## config.mk

```make
export PLATFORM = sky130hd
export DESIGN_NAME = issue_control_top
export DESIGN_NICKNAME = d
export VERILOG_FILES = /design/src/design/cpu_pkg.sv /design/src/design/reg_use_decoder.sv /design/src/design/hazard_detection_unit.sv /design/src/design/issue_pair_regs.sv /design/src/design/issue_control_top.sv
export VERILOG_INCLUDE_DIRS = /design/src /design/src/design
export SDC_FILE = /design/constraint.sdc
export NUM_CORES = 1
export LEC_CHECK = 0
export ABC_AREA = 1
export BUFFER_PORTS_ARGS = -buffer_cell sky130_fd_sc_hd__buf_4
export CAP_MARGIN = 20
export CORE_AREA = 2 2 111 70
export CTS_BUF_LIST = sky130_fd_sc_hd__clkbuf_8
export DETAILED_ROUTE_END_ITERATION = 10
export DIE_AREA = 0 0 113 72
export GPL_ROUTABILITY_DRIVEN = 0
export PLACE_DENSITY = 0.83
export SKIP_LAST_GASP = 1
export SYNTH_ARGS = -nofsm -noshare
export SYNTH_HDL_FRONTEND = slang
export SYNTH_SLANG_ARGS = --single-unit
export TNS_END_PERCENT = 1
```

## constraint.sdc

```tcl
create_clock -name clk -period 7.2 [get_ports clk]
set_clock_uncertainty 0.2 [all_clocks]
set_input_delay 1.44 -clock clk [delete_from_list [all_inputs] [get_ports clk]]
set_output_delay 1.44 -clock clk [all_outputs]
set_load 0.02 [all_outputs]
```

## src/design/cpu_macros.svh

```systemverilog
`ifndef CPU_MACROS_SVH
`define CPU_MACROS_SVH

// instruction field widths.
`define OP_CODE_BITS        6
`define NUM_REGISTERS_LOG2  5
`define MEM_OP_BITS         2

// stall and nop masks, one bit per pipeline register.
`define NUM_PIPE_MASKS      3

`define PIPE_REG_PC         3'b001
`define PIPE_REG_IF_ID      3'b010
`define PIPE_REG_ID_EX      3'b100

// register-use masks, one bit per instruction field.
`define REG_MASK_RD         3'b001
`define REG_MASK_RT         3'b010
`define REG_MASK_RS         3'b100

`endif

```

## src/design/cpu_pkg.sv

```systemverilog
`include "cpu_macros.svh"

package cpu_pkg;

  // top two bits give the class.
  typedef enum logic [`OP_CODE_BITS-1:0] {
    op_nop  = 6'b000000,
    op_add  = 6'b000001,
    op_sub  = 6'b000010,
    op_jr   = 6'b001111,  // sits in the alu class.
    op_addi = 6'b010000,
    op_subi = 6'b010001,
    op_lw   = 6'b100000,
    op_sw   = 6'b100001,
    op_la   = 6'b100010,
    op_sa   = 6'b100011,
    op_jmp  = 6'b110000,
    op_je   = 6'b110001
  } opcode_e;

  typedef enum logic [`MEM_OP_BITS-1:0] {
    mem_none  = 2'b00,
    mem_read  = 2'b01,
    mem_write = 2'b10
  } mem_op_e;

endpackage

```

## src/design/reg_use_decoder.sv

```systemverilog
`timescale 1ns/100ps

`include "cpu_macros.svh"

module reg_use_decoder (
  input  cpu_pkg::opcode_e opcode,
  output logic [2:0]       src_mask,
  output logic [2:0]       dst_mask,
  output cpu_pkg::mem_op_e mem_op
);
  import cpu_pkg::*;

  always_comb begin
    src_mask = '0;
    dst_mask = '0;
    mem_op   = mem_none;
    casez (opcode)
      op_nop: begin
        src_mask = '0;
        dst_mask = '0;
      end
      op_jr: begin
        src_mask = `REG_MASK_RS;  // jump target only.
        dst_mask = '0;
      end
      6'b00????: begin
        src_mask = `REG_MASK_RS | `REG_MASK_RT;
        dst_mask = `REG_MASK_RD;
      end
      6'b01????: begin
        src_mask = `REG_MASK_RS;
        dst_mask = `REG_MASK_RT;
      end
      6'b10????: begin
        case (opcode)
          op_lw: begin
            src_mask = `REG_MASK_RS;  // base.
            dst_mask = `REG_MASK_RT;
            mem_op   = mem_read;
          end
          op_sw: begin
            src_mask = `REG_MASK_RS | `REG_MASK_RT;
            mem_op   = mem_write;
          end
          op_la:   dst_mask = `REG_MASK_RT;
          op_sa:   src_mask = `REG_MASK_RT;
          default: mem_op = mem_none;
        endcase
      end
      default: begin
        src_mask = '0;  // jumps, no register use.
        dst_mask = '0;
      end
    endcase
  end

endmodule

```

## src/design/hazard_detection_unit.sv

```systemverilog
`timescale 1ns/100ps

`include "cpu_macros.svh"

module hazard_detection_unit (
  input  logic                           clk,
  input  cpu_pkg::mem_op_e               id_ex_mem_op,
  input  logic [`NUM_REGISTERS_LOG2-1:0] id_ex_rt,
  input  logic                           first,
  input  logic [`NUM_REGISTERS_LOG2-1:0] rs0,
  input  logic [`NUM_REGISTERS_LOG2-1:0] rt0,
  input  logic [`NUM_REGISTERS_LOG2-1:0] rd0,
  input  logic [`NUM_REGISTERS_LOG2-1:0] rs1,
  input  logic [`NUM_REGISTERS_LOG2-1:0] rt1,
  input  logic [`NUM_REGISTERS_LOG2-1:0] rd1,
  input  logic [2:0]                     src_mask0,
  input  logic [2:0]                     dst_mask0,
  input  logic [2:0]                     src_mask1,
  input  logic [2:0]                     dst_mask1,
  output logic [`NUM_PIPE_MASKS-1:0]     stall0,
  output logic [`NUM_PIPE_MASKS-1:0]     nop0,
  output logic [`NUM_PIPE_MASKS-1:0]     stall1,
  output logic [`NUM_PIPE_MASKS-1:0]     nop1,
  output logic                           clear0,
  output logic                           clear1
);
  import cpu_pkg::*;

  localparam logic [`NUM_PIPE_MASKS-1:0] stall_all =
    `PIPE_REG_PC | `PIPE_REG_IF_ID | `PIPE_REG_ID_EX;

  logic                           load_use;
  logic                           pair_dep;
  logic [2:0]                     src_young;
  logic [2:0]                     dst_old;
  logic [`NUM_REGISTERS_LOG2-1:0] rs_young;
  logic [`NUM_REGISTERS_LOG2-1:0] rt_young;
  logic [`NUM_REGISTERS_LOG2-1:0] rt_old;
  logic [`NUM_REGISTERS_LOG2-1:0] rd_old;

  // raw field compare, unused fields included.
  assign load_use = (id_ex_mem_op == mem_read) &&
                    (rs0 == id_ex_rt || rt0 == id_ex_rt ||
                     rs1 == id_ex_rt || rt1 == id_ex_rt);

  // first set means slot 1 is the older one.
  assign src_young = first ? src_mask0 : src_mask1;
  assign rs_young  = first ? rs0 : rs1;
  assign rt_young  = first ? rt0 : rt1;
  assign dst_old   = first ? dst_mask1 : dst_mask0;
  assign rt_old    = first ? rt1 : rt0;
  assign rd_old    = first ? rd1 : rd0;

  // src bits are rs,rt,rd from msb; dst holds one bit at most.
  always_comb begin
    casez ({src_young, dst_old})
      6'b11?_?1?: pair_dep = (rs_young == rt_old) || (rt_young == rt_old);
      6'b11?_??1: pair_dep = (rs_young == rd_old) || (rt_young == rd_old);
      6'b1??_?1?: pair_dep = (rs_young == rt_old);
      6'b1??_??1: pair_dep = (rs_young == rd_old);
      6'b?1?_?1?: pair_dep = (rt_young == rt_old);
      6'b?1?_??1: pair_dep = (rt_young == rd_old);
      default:    pair_dep = 1'b0;
    endcase
  end

  always_comb begin
    stall0 = '0;
    nop0   = '0;
    clear0 = 1'b0;
    stall1 = '0;
    nop1   = '0;
    clear1 = 1'b0;
    if (load_use) begin
      stall0 = stall_all;  // whole front end waits.
      nop0   = `PIPE_REG_ID_EX;
      stall1 = stall_all;
      nop1   = `PIPE_REG_ID_EX;
    end else if (pair_dep) begin
      if (first) begin
        stall0 = stall_all;
        nop0   = `PIPE_REG_ID_EX;
        stall1 = `PIPE_REG_PC;  // older issues, then drops out.
        clear1 = 1'b1;
      end else begin
        stall1 = stall_all;
        nop1   = `PIPE_REG_ID_EX;
        stall0 = `PIPE_REG_PC;
        clear0 = 1'b1;
      end
    end
  end

  // only the older slot of a pair may be cleared.
  assert property (@(posedge clk) !(clear0 && clear1))
    else $error("hazard unit cleared both slots");

endmodule

```

## src/design/issue_pair_regs.sv

```systemverilog
`timescale 1ns/100ps

`include "cpu_macros.svh"

module issue_pair_regs (
  input  logic                           clk,
  input  logic                           rst,
  input  cpu_pkg::opcode_e               fetch_opcode0,
  input  cpu_pkg::opcode_e               fetch_opcode1,
  input  logic [`NUM_REGISTERS_LOG2-1:0] fetch_rs0,
  input  logic [`NUM_REGISTERS_LOG2-1:0] fetch_rt0,
  input  logic [`NUM_REGISTERS_LOG2-1:0] fetch_rd0,
  input  logic [`NUM_REGISTERS_LOG2-1:0] fetch_rs1,
  input  logic [`NUM_REGISTERS_LOG2-1:0] fetch_rt1,
  input  logic [`NUM_REGISTERS_LOG2-1:0] fetch_rd1,
  input  logic                           fetch_first,
  input  logic [`NUM_PIPE_MASKS-1:0]     stall0,
  input  logic [`NUM_PIPE_MASKS-1:0]     stall1,
  input  logic [`NUM_PIPE_MASKS-1:0]     nop0,
  input  logic [`NUM_PIPE_MASKS-1:0]     nop1,
  input  logic                           clear0,
  input  logic                           clear1,
  output cpu_pkg::opcode_e               if_id_opcode0,
  output cpu_pkg::opcode_e               if_id_opcode1,
  output logic [`NUM_REGISTERS_LOG2-1:0] if_id_rs0,
  output logic [`NUM_REGISTERS_LOG2-1:0] if_id_rt0,
  output logic [`NUM_REGISTERS_LOG2-1:0] if_id_rd0,
  output logic [`NUM_REGISTERS_LOG2-1:0] if_id_rs1,
  output logic [`NUM_REGISTERS_LOG2-1:0] if_id_rt1,
  output logic [`NUM_REGISTERS_LOG2-1:0] if_id_rd1,
  output logic                           if_id_first,
  output cpu_pkg::opcode_e               ex_opcode0,
  output cpu_pkg::opcode_e               ex_opcode1,
  output logic [`NUM_REGISTERS_LOG2-1:0] ex_rt0,
  output logic [`NUM_REGISTERS_LOG2-1:0] ex_rt1,
  output cpu_pkg::mem_op_e               id_ex_mem_op,
  output logic [`NUM_REGISTERS_LOG2-1:0] id_ex_rt
);
  import cpu_pkg::*;

  opcode_e                        fetch_op [2];
  logic [`NUM_REGISTERS_LOG2-1:0] fetch_rs [2];
  logic [`NUM_REGISTERS_LOG2-1:0] fetch_rt [2];
  logic [`NUM_REGISTERS_LOG2-1:0] fetch_rd [2];
  opcode_e                        if_id_op [2];
  logic [`NUM_REGISTERS_LOG2-1:0] if_id_rs [2];
  logic [`NUM_REGISTERS_LOG2-1:0] if_id_rt [2];
  logic [`NUM_REGISTERS_LOG2-1:0] if_id_rd [2];
  opcode_e                        ex_op [2];
  logic [`NUM_REGISTERS_LOG2-1:0] ex_rt_q [2];
  logic [1:0]                     clear;
  logic [1:0]                     hold_if_id;
  logic [1:0]                     bubble;
  logic                           first_q;

  assign fetch_op = '{fetch_opcode0, fetch_opcode1};
  assign fetch_rs = '{fetch_rs0, fetch_rs1};
  assign fetch_rt = '{fetch_rt0, fetch_rt1};
  assign fetch_rd = '{fetch_rd0, fetch_rd1};

  assign clear      = {clear1, clear0};
  assign hold_if_id = {|(stall1 & `PIPE_REG_IF_ID), |(stall0 & `PIPE_REG_IF_ID)};
  assign bubble     = {|(nop1 & `PIPE_REG_ID_EX), |(nop0 & `PIPE_REG_ID_EX)};

  always_ff @(posedge clk) begin
    for (int k = 0; k < 2; k++) begin
      if (rst || clear[k]) begin
        if_id_op[k] <= op_nop;
        if_id_rs[k] <= '0;
        if_id_rt[k] <= '0;
        if_id_rd[k] <= '0;
      end else if (!hold_if_id[k]) begin
        if_id_op[k] <= fetch_op[k];
        if_id_rs[k] <= fetch_rs[k];
        if_id_rt[k] <= fetch_rt[k];
        if_id_rd[k] <= fetch_rd[k];
      end
      if (rst || bubble[k]) begin
        ex_op[k]   <= op_nop;  // held slot leaves a bubble.
        ex_rt_q[k] <= '0;
      end else begin
        ex_op[k]   <= if_id_op[k];
        ex_rt_q[k] <= if_id_rt[k];
      end
    end
  end

  // order of the pair stays with the held slot.
  always_ff @(posedge clk) begin
    if (rst) begin
      first_q <= 1'b0;
    end else if (!(|hold_if_id)) begin
      first_q <= fetch_first;
    end
  end

  // pending load, slot 1 wins.
  always_comb begin
    if (ex_op[1] == op_lw) begin
      id_ex_mem_op = mem_read;
      id_ex_rt     = ex_rt_q[1];
    end else if (ex_op[0] == op_lw) begin
      id_ex_mem_op = mem_read;
      id_ex_rt     = ex_rt_q[0];
    end else begin
      id_ex_mem_op = mem_none;
      id_ex_rt     = '0;
    end
  end

  assign if_id_opcode0 = if_id_op[0];
  assign if_id_opcode1 = if_id_op[1];
  assign if_id_rs0     = if_id_rs[0];
  assign if_id_rt0     = if_id_rt[0];
  assign if_id_rd0     = if_id_rd[0];
  assign if_id_rs1     = if_id_rs[1];
  assign if_id_rt1     = if_id_rt[1];
  assign if_id_rd1     = if_id_rd[1];
  assign if_id_first   = first_q;
  assign ex_opcode0    = ex_op[0];
  assign ex_opcode1    = ex_op[1];
  assign ex_rt0        = ex_rt_q[0];
  assign ex_rt1        = ex_rt_q[1];

  // a cleared slot must not also be told to hold.
  assert property (@(posedge clk) disable iff (rst) !(|(clear & hold_if_id)))
    else $error("slot cleared and held in IF/ID at once");

endmodule

```

## src/design/issue_control_top.sv

```systemverilog
`timescale 1ns/100ps

`include "cpu_macros.svh"

module issue_control_top (
  input  logic                           clk,
  input  logic                           rst,
  input  cpu_pkg::opcode_e               fetch_opcode0,
  input  cpu_pkg::opcode_e               fetch_opcode1,
  input  logic [`NUM_REGISTERS_LOG2-1:0] fetch_rs0,
  input  logic [`NUM_REGISTERS_LOG2-1:0] fetch_rt0,
  input  logic [`NUM_REGISTERS_LOG2-1:0] fetch_rd0,
  input  logic [`NUM_REGISTERS_LOG2-1:0] fetch_rs1,
  input  logic [`NUM_REGISTERS_LOG2-1:0] fetch_rt1,
  input  logic [`NUM_REGISTERS_LOG2-1:0] fetch_rd1,
  input  logic                           fetch_first,
  output logic                           fetch_ready,
  output logic [`NUM_PIPE_MASKS-1:0]     stall0,
  output logic [`NUM_PIPE_MASKS-1:0]     stall1,
  output logic [`NUM_PIPE_MASKS-1:0]     nop0,
  output logic [`NUM_PIPE_MASKS-1:0]     nop1,
  output logic                           clear0,
  output logic                           clear1,
  output cpu_pkg::opcode_e               ex_opcode0,
  output cpu_pkg::opcode_e               ex_opcode1,
  output logic [`NUM_REGISTERS_LOG2-1:0] ex_rt0,
  output logic [`NUM_REGISTERS_LOG2-1:0] ex_rt1
);
  import cpu_pkg::*;

  opcode_e                        if_id_opcode0;
  opcode_e                        if_id_opcode1;
  logic [`NUM_REGISTERS_LOG2-1:0] if_id_rs0;
  logic [`NUM_REGISTERS_LOG2-1:0] if_id_rt0;
  logic [`NUM_REGISTERS_LOG2-1:0] if_id_rd0;
  logic [`NUM_REGISTERS_LOG2-1:0] if_id_rs1;
  logic [`NUM_REGISTERS_LOG2-1:0] if_id_rt1;
  logic [`NUM_REGISTERS_LOG2-1:0] if_id_rd1;
  logic                           if_id_first;
  logic [2:0]                     src_mask0;
  logic [2:0]                     dst_mask0;
  logic [2:0]                     src_mask1;
  logic [2:0]                     dst_mask1;
  mem_op_e                        dec_mem_op0;
  mem_op_e                        dec_mem_op1;
  mem_op_e                        id_ex_mem_op;
  logic [`NUM_REGISTERS_LOG2-1:0] id_ex_rt;

  assign fetch_ready = !(|((stall0 | stall1) & `PIPE_REG_PC));  // pc not held.

  issue_pair_regs u_regs (
    .clk           (clk),
    .rst           (rst),
    .fetch_opcode0 (fetch_opcode0),
    .fetch_opcode1 (fetch_opcode1),
    .fetch_rs0     (fetch_rs0),
    .fetch_rt0     (fetch_rt0),
    .fetch_rd0     (fetch_rd0),
    .fetch_rs1     (fetch_rs1),
    .fetch_rt1     (fetch_rt1),
    .fetch_rd1     (fetch_rd1),
    .fetch_first   (fetch_first),
    .stall0        (stall0),
    .stall1        (stall1),
    .nop0          (nop0),
    .nop1          (nop1),
    .clear0        (clear0),
    .clear1        (clear1),
    .if_id_opcode0 (if_id_opcode0),
    .if_id_opcode1 (if_id_opcode1),
    .if_id_rs0     (if_id_rs0),
    .if_id_rt0     (if_id_rt0),
    .if_id_rd0     (if_id_rd0),
    .if_id_rs1     (if_id_rs1),
    .if_id_rt1     (if_id_rt1),
    .if_id_rd1     (if_id_rd1),
    .if_id_first   (if_id_first),
    .ex_opcode0    (ex_opcode0),
    .ex_opcode1    (ex_opcode1),
    .ex_rt0        (ex_rt0),
    .ex_rt1        (ex_rt1),
    .id_ex_mem_op  (id_ex_mem_op),
    .id_ex_rt      (id_ex_rt)
  );

  reg_use_decoder u_dec0 (
    .opcode   (if_id_opcode0),
    .src_mask (src_mask0),
    .dst_mask (dst_mask0),
    .mem_op   (dec_mem_op0)
  );

  reg_use_decoder u_dec1 (
    .opcode   (if_id_opcode1),
    .src_mask (src_mask1),
    .dst_mask (dst_mask1),
    .mem_op   (dec_mem_op1)
  );

  hazard_detection_unit u_hazard (
    .clk          (clk),
    .id_ex_mem_op (id_ex_mem_op),
    .id_ex_rt     (id_ex_rt),
    .first        (if_id_first),
    .rs0          (if_id_rs0),
    .rt0          (if_id_rt0),
    .rd0          (if_id_rd0),
    .rs1          (if_id_rs1),
    .rt1          (if_id_rt1),
    .rd1          (if_id_rd1),
    .src_mask0    (src_mask0),
    .dst_mask0    (dst_mask0),
    .src_mask1    (src_mask1),
    .dst_mask1    (dst_mask1),
    .stall0       (stall0),
    .nop0         (nop0),
    .stall1       (stall1),
    .nop1         (nop1),
    .clear0       (clear0),
    .clear1       (clear1)
  );

  // a decoded load that is not bubbled shows up as the pending load.
  assert property (@(posedge clk) disable iff (rst)
    ((dec_mem_op0 == mem_read && !(|(nop0 & `PIPE_REG_ID_EX))) ||
     (dec_mem_op1 == mem_read && !(|(nop1 & `PIPE_REG_ID_EX))))
    |=> id_ex_mem_op == mem_read)
    else $error("issued load missing from ID/EX");

endmodule

```

==> results of run 1 <==
## flip-flops by register name (all words and copies together), names as in the netlist
register / cells
u_regs.if_id_rt: 10
u_regs.if_id_op: 12
u_regs.if_id_rs: 10
u_regs.ex_rt_q: 10
u_regs.if_id_first: 1
u_regs.ex_op: 12
u_regs.if_id_rd: 10
## metal layers
layer  wire (um)  part of all wire [%]  vias to the layer above  track usage (%)
li1            -                     -                     1621                -
met1        4030                    43                     1488             33.4
met2        3990                    43                      199             35.1
met3        1150                    12                       22             7.52
met4         104                   1.1                        2             7.99
met5          13                  0.14                        -                0
## through the flow
stage	power (W)	utilization [%]	cells	hold slack [ns]	area [um^2]
2_1_floorplan	0.00172	-	480	0.279	4140
3_3_place_gp	0.00193	65.3	628	0.298	4630
3_5_place_dp	0.00198	65.3	628	0.308	4630
4_1_cts	0.00228	68.0	644	0.324	4820
5_1_grt	0.00245	68.3	645	0.350	4840
6_report	0.00231	68.3	645	0.328	4840
## cells in the mapped netlist, drive strengths merged
cell type / number
nand2: 103
xnor2: 11
o21ai: 20
xor2: 9
dfxtp: 23
a31o: 1
a31oi: 1
conb: 1
buf: 20
nand3: 42
inv: 91
a21oi: 2
nor2: 90
nor3: 5
edfxtp: 42
nand4: 16
## report_power, final
part	internal (W)	switching [W]
Clock	0.000156	0.000142
Combinational	0.000451	0.000845
Sequential	0.000587	0.000128
Total	0.00119	0.00111
## worst max-delay path, stage by stage, from the launching register on
cell	delay, ns
dfxtp_1	0.50
buf_16	0.22
inv_2	0.11
nand2_1	0.07
nand2_1	0.09
xor2_1	0.18
nor3_1	0.23
nand3_1	0.10
nand2_1	0.10
nand2_1	0.06
nand2_2	0.09
nand2_1	0.10
nand2_1	0.14
buf_4	0.16
## worst paths after layout
kind         cells past startpoint                    end                  start  slack [ns]
max reg2reg                     13  u_regs.if_id_rs[1][3]     u_regs.if_id_first        3.96
min reg2reg                      2     u_regs.ex_op[0][3]  u_regs.if_id_op[0][3]        0.33
max                             13                nop1[2]     u_regs.if_id_first        3.04
min                              2     u_regs.ex_op[0][3]  u_regs.if_id_op[0][3]        0.33
## final cells by class
class / instances / area (um^2) / area share [%]
multi-input combinational: 304 / 1870 / 38.6
tap: 91 / 114 / 2.35
clock inverter: 7 / 62.6 / 1.29
sequential: 65 / 1720 / 35.5
inverter: 91 / 347 / 7.16
clock buffer: 9 / 124 / 2.56
timing repair buffer: 78 / 606 / 12.5
## kinds of logic (layout without fill, tap and decap cells)
kind of cell,Yosys count,in the layout
other,1,4
flip-flops,65,65
XOR/XNOR,20,20
buffers and inverters,111,185
AND/OR/NAND/NOR,256,256
AO/OA/AOI/OAI,24,24
==> metrics.txt, run 1 <==
commonest non-fill, non-tap cell in the layout=nand2_1; Leak Pwr=2.28 nW; die height=72 um; Crit Path Max Fanout=38; slew margin rel.=37.9%; total global-route track usage=a little under a quarter; Mapped Cells=477; first-pass GRT wire length=14.7 mm; Worst Max-Slew Pin Slew=0.930 ns; ANT cells=0; Hold Buf Count CTS=0; status=finished with violations; DR vias/cell=5.17; std cell rows=24; initial core utilization=between 50 and 60%; Critical Path Sink Type=output port; most frequent cells in the layout=92 x nand2_1, 88 x inv_1, 77 x buf_4; count of cell types in the netlist=31; Synth area leaders=edfxtp_1 31%, nor2_4 11%, dfxtp_1 11%, nand2_1 8.4%, inv_1 7.9%; Seq/Total Area, Yosys=between 40% and 50%; # DRC=5; Worst EP arrival=2.52 ns; cell taking the most area after synthesis=edfxtp_1; Hold Vio Cnt, Final=0; CTS Buffer Depth=2; Layout area overhead=17.4%; # clock sinks=between 60 and 70; filler cell count=approximately 570; drt pass-1 iters=8; PD cells=around 480 mW/mm^2; Max Cap Violations=0; failing checks=design-rule violations; Die W=113 um; YS warnings=0; Avg WL per Cell=approximately 14 um; number of synthesized register bits=65; Hold Crit Class=reg -> reg; Synth Area in Compound Gates=3.13%; cell area after synthesis=0.00412 mm^2; Setup TNS Final=0 ns; final period utilization=57.7%; Final Setup Violations=0; crit start category=flop; VDD IR max=372 uV; Post CTS Setup Buffer Count=0; minimum clock period=about 4.2 ns; Worst-Skew Late Latency=0.35 ns; RSZ-0062 raised after global routing=false; PnR worst setup slack=slightly above 3 ns; core area=0.00709 mm^2; cts repair resizes=0; adder-cell share of the synthesized area=0%; fmax=0.241 GHz; grt ovf=0; Clock Tree Root=clkbuf_8; mux share of post-synthesis cell area=0%; IO Pins=between 80 and 90; Synth Area in Simple Gates=a little under two fifths; vias in the first global route=~3,100; area share of the largest cell type after synthesis=30.6%; CTS tree=done; main combinational cell family by area after synthesis=simple AND/OR/NAND/NOR gates; Starting DRT DRC Count=424; H-tree depth=3; Setup CP Type=reg -> out; total CTS buffers=9; post-route antenna net violation count=0; clock transition at the registers of the reported paths=0.07 ns; initial antenna violation count=1; vias=3,332; DPL Wire Length=7.22 mm; Post-Route WL=9.28 mm; fin. max-slew vios=0; average size of a mapped cell=8.65 um^2; Post-Place Worst Slack=2.79 ns; proportion of layout cells with a drive suffix above 1=29.4%; WP data required=5.56 ns; NumNets Final=594; IO buf count=77; Synth Area in XOR/XNOR=4.25%; largest net degree at the start of global routing=44; die footprint=0.00814 mm^2
No activity file was read; power rests on OpenSTA's default activity.
==> inputs of run 2 (changes only) <==
- CORE_AREA: 2 2 111 70 -> 2 2 113 71
- DIE_AREA: 0 0 113 72 -> 0 0 115 73
- PLACE_DENSITY: 0.83 -> 0.8
- clock period: 7.2 -> 4.2 ns (I/O delays scaled with it)
==> run 2 against run 1 <==
Effect of this change:
- the run now ends clean
- setup slack worse by 2.4 ns
- combinational power rose by 71%
- sequential share of layout area fell by 0.064 points
- sequential power rose by 71%
- non-clock buffer count unchanged
- total power up 73%
- first-iteration DRC count shrank 37%
- critical path type unchanged
- critical endpoint is now stall0[2]
==> metrics.txt, run 2 (same netlist as run 1, synthesis figures left out) <==
DP Area=0.00464 mm^2 (+0.24%); slew margin rel.=37.3% (-0.55 points); vias=3,320 (-0.36%); PD cells=823 mW/mm^2 (+73%); Die W=115 um (+1.8%); CTS tree=done; Hold Crit Class=reg -> reg; WP data required=3.16 ns (-2.40 ns); Crit path top cell by count=nand2_1; die height=73 um (+1.4%); fin. max-slew vios=0 (unchanged); largest net degree at the start of global routing=43 (-2.3%); CP peak stage delay=0.44 ns (-0.06 ns); Post-Route WL=9.12 mm (-1.7%); post-route design area=0.00485 mm^2 (+0.18%); Hold Vio Cnt, Final=0 (unchanged); initial antenna violation count=0 (-1); minimum clock period=3.54 ns; IO Pins=82 (unchanged); most frequent cells in the layout=92 x nand2_1, 89 x inv_1, 78 x buf_4; critical path cell sequence=buf_4 > o21ai_0 > xor2_1 > nor3_1 > nand3_1 > nand2_1 > nand2_1 > nand2_2 > nand2_1 > nand2_1 > buf_4; status=complete, no violations; Setup CP Type=reg -> out; filler cell count=638 (+11%); fmax=~0.28 GHz; RSZ-0062 raised after global routing=false; total CTS buffers=9 (unchanged); Final Util=64.6% (-3.7 points); Leak Pwr=2.29 nW (+0.31%); first-pass GRT wire length=14.2 mm (-3.5%); VDD IR max=681 uV (+83%); # DRC=0 (-5); std cell rows=25 (+4.2%); cts repair resizes=0 (unchanged); Post-Place Worst Slack=0.987 ns (-1.81 ns); final period utilization=84.3%; # clock sinks=65 (unchanged); clock transition at the registers of the reported paths=0.07 ns (about the same); Critical Path Sink Type=output port; Crit Path Max Fanout=37 (-2.6%); Avg WL per Cell=14.1 um (-2.2%); hold_ws=0.322 ns (-0.00595 ns); Setup TNS Final=0 ns (unchanged); core area=0.00751 mm^2 (+5.9%); Worst Max-Slew Pin Slew=0.938 ns (+0.00817 ns); drt pass-1 iters=5 (-3); IO buf count=77 (unchanged); Clock Tree Root=clkbuf_8; Layout area overhead=17.7%; Crit-path slowest cell=dfxtp_1; Hold Buf Count CTS=0 (unchanged); post-route antenna net violation count=0 (unchanged); die footprint=0.00840 mm^2 (+3.2%); commonest non-fill, non-tap cell in the layout=nand2_1; DR vias/cell=5.12 (-0.82%); CTS Buffer Depth=2 (unchanged); initial core utilization=54.9% (-3.3 points); family with the most delay on the worst path=simple AND/OR/NAND/NOR gates; H-tree depth=3 (unchanged); proportion of layout cells with a drive suffix above 1=29.4% (unchanged); total global-route track usage=22.8% (-0.90 points); NumNets Final=594 (unchanged); grt ovf=0 (unchanged); crit start category=flop; Starting DRT DRC Count=268 (-37%); Worst-Skew Late Latency=0.36 ns (about the same); PnR worst setup slack=0.659 ns (-2.38 ns); DPL Wire Length=7.03 mm (-2.6%); Final Setup Violations=0 (unchanged); worst path buffer plus inverter count=2 (-1); Max Cap Violations=0 (unchanged); largest registers=u_regs.ex_op x12, u_regs.if_id_op x12; ANT cells=0 (unchanged); Post CTS Setup Buffer Count=0 (unchanged); vias in the first global route=2,992 (-3.7%); Worst EP arrival=2.50 ns (-0.02 ns)
[run 2: changes by cell type in the layout (fill, tap and decap cells not counted), sizes merged]
cell / previous run / this run
inv: 92 / 93
bufinv: 1 / 2
clkinv: 3 / 1
[run 2: path summary, 6_finish.rpt]
check,start,endpoint,slack (ns),cells past startpoint
worst max register to register,u_regs.if_id_first,u_regs.if_id_rs[1][3],0.98,11
worst max-delay path,u_regs.if_id_first,stall0[2],0.66,11
worst min-delay path,u_regs.if_id_op[0][3],u_regs.ex_op[0][3],0.32,2
worst min register to register,u_regs.if_id_op[0][3],u_regs.ex_op[0][3],0.32,2
[run 2: per-layer routing]
metal	GRT usage (%)	vias to the layer above	routed length (um)	part of all wire, %
met3	6.81	18	1050	12
met5	0	-	0	0
met2	32.5	194	3830	42
met1	32.4	1491	4060	45
met4	9.77	0	177	1.9
li1	-	1617	-	-
[run 2: cell type report]
cell class                      instances  area (um^2)  area share, %
Clock buffer                            9          124           2.55
Sequential cell                        65         1720           35.5
Tap cell                               94          118           2.42
Clock inverter                          7         87.6           1.81
Inverter                               91          347           7.14
Timing Repair Buffer                   78          586           12.1
Multi-Input combinational cell        304         1870           38.5
[run 2: power breakdown]
| part | switching (W) | internal [W] |
|---|---|---|
| logic | 0.00146 | 0.000757 |
| clock network | 0.000231 | 0.000328 |
| registers | 0.000209 | 0.00101 |
[run 2: worst reg2reg max path, delay by kind of cell, from the launching register on]
kind	cells	cell delay (ns)
simple gates	8	1.31
xor+xnor	1	0.20
flops	1	0.44
buf+inv	1	0.35
compound gates	1	0.26
[run 2: metrics by stage]
| stage | power, W | instances |
|---|---|---|
| after CTS | 0.00398 | 648 |
| after global routing | 0.00422 | 648 |
| after floorplan | 0.00295 | 480 |
| after detailed placement | 0.00340 | 632 |
| after global placement | 0.00333 | 632 |
| final | 0.00399 | 648 |
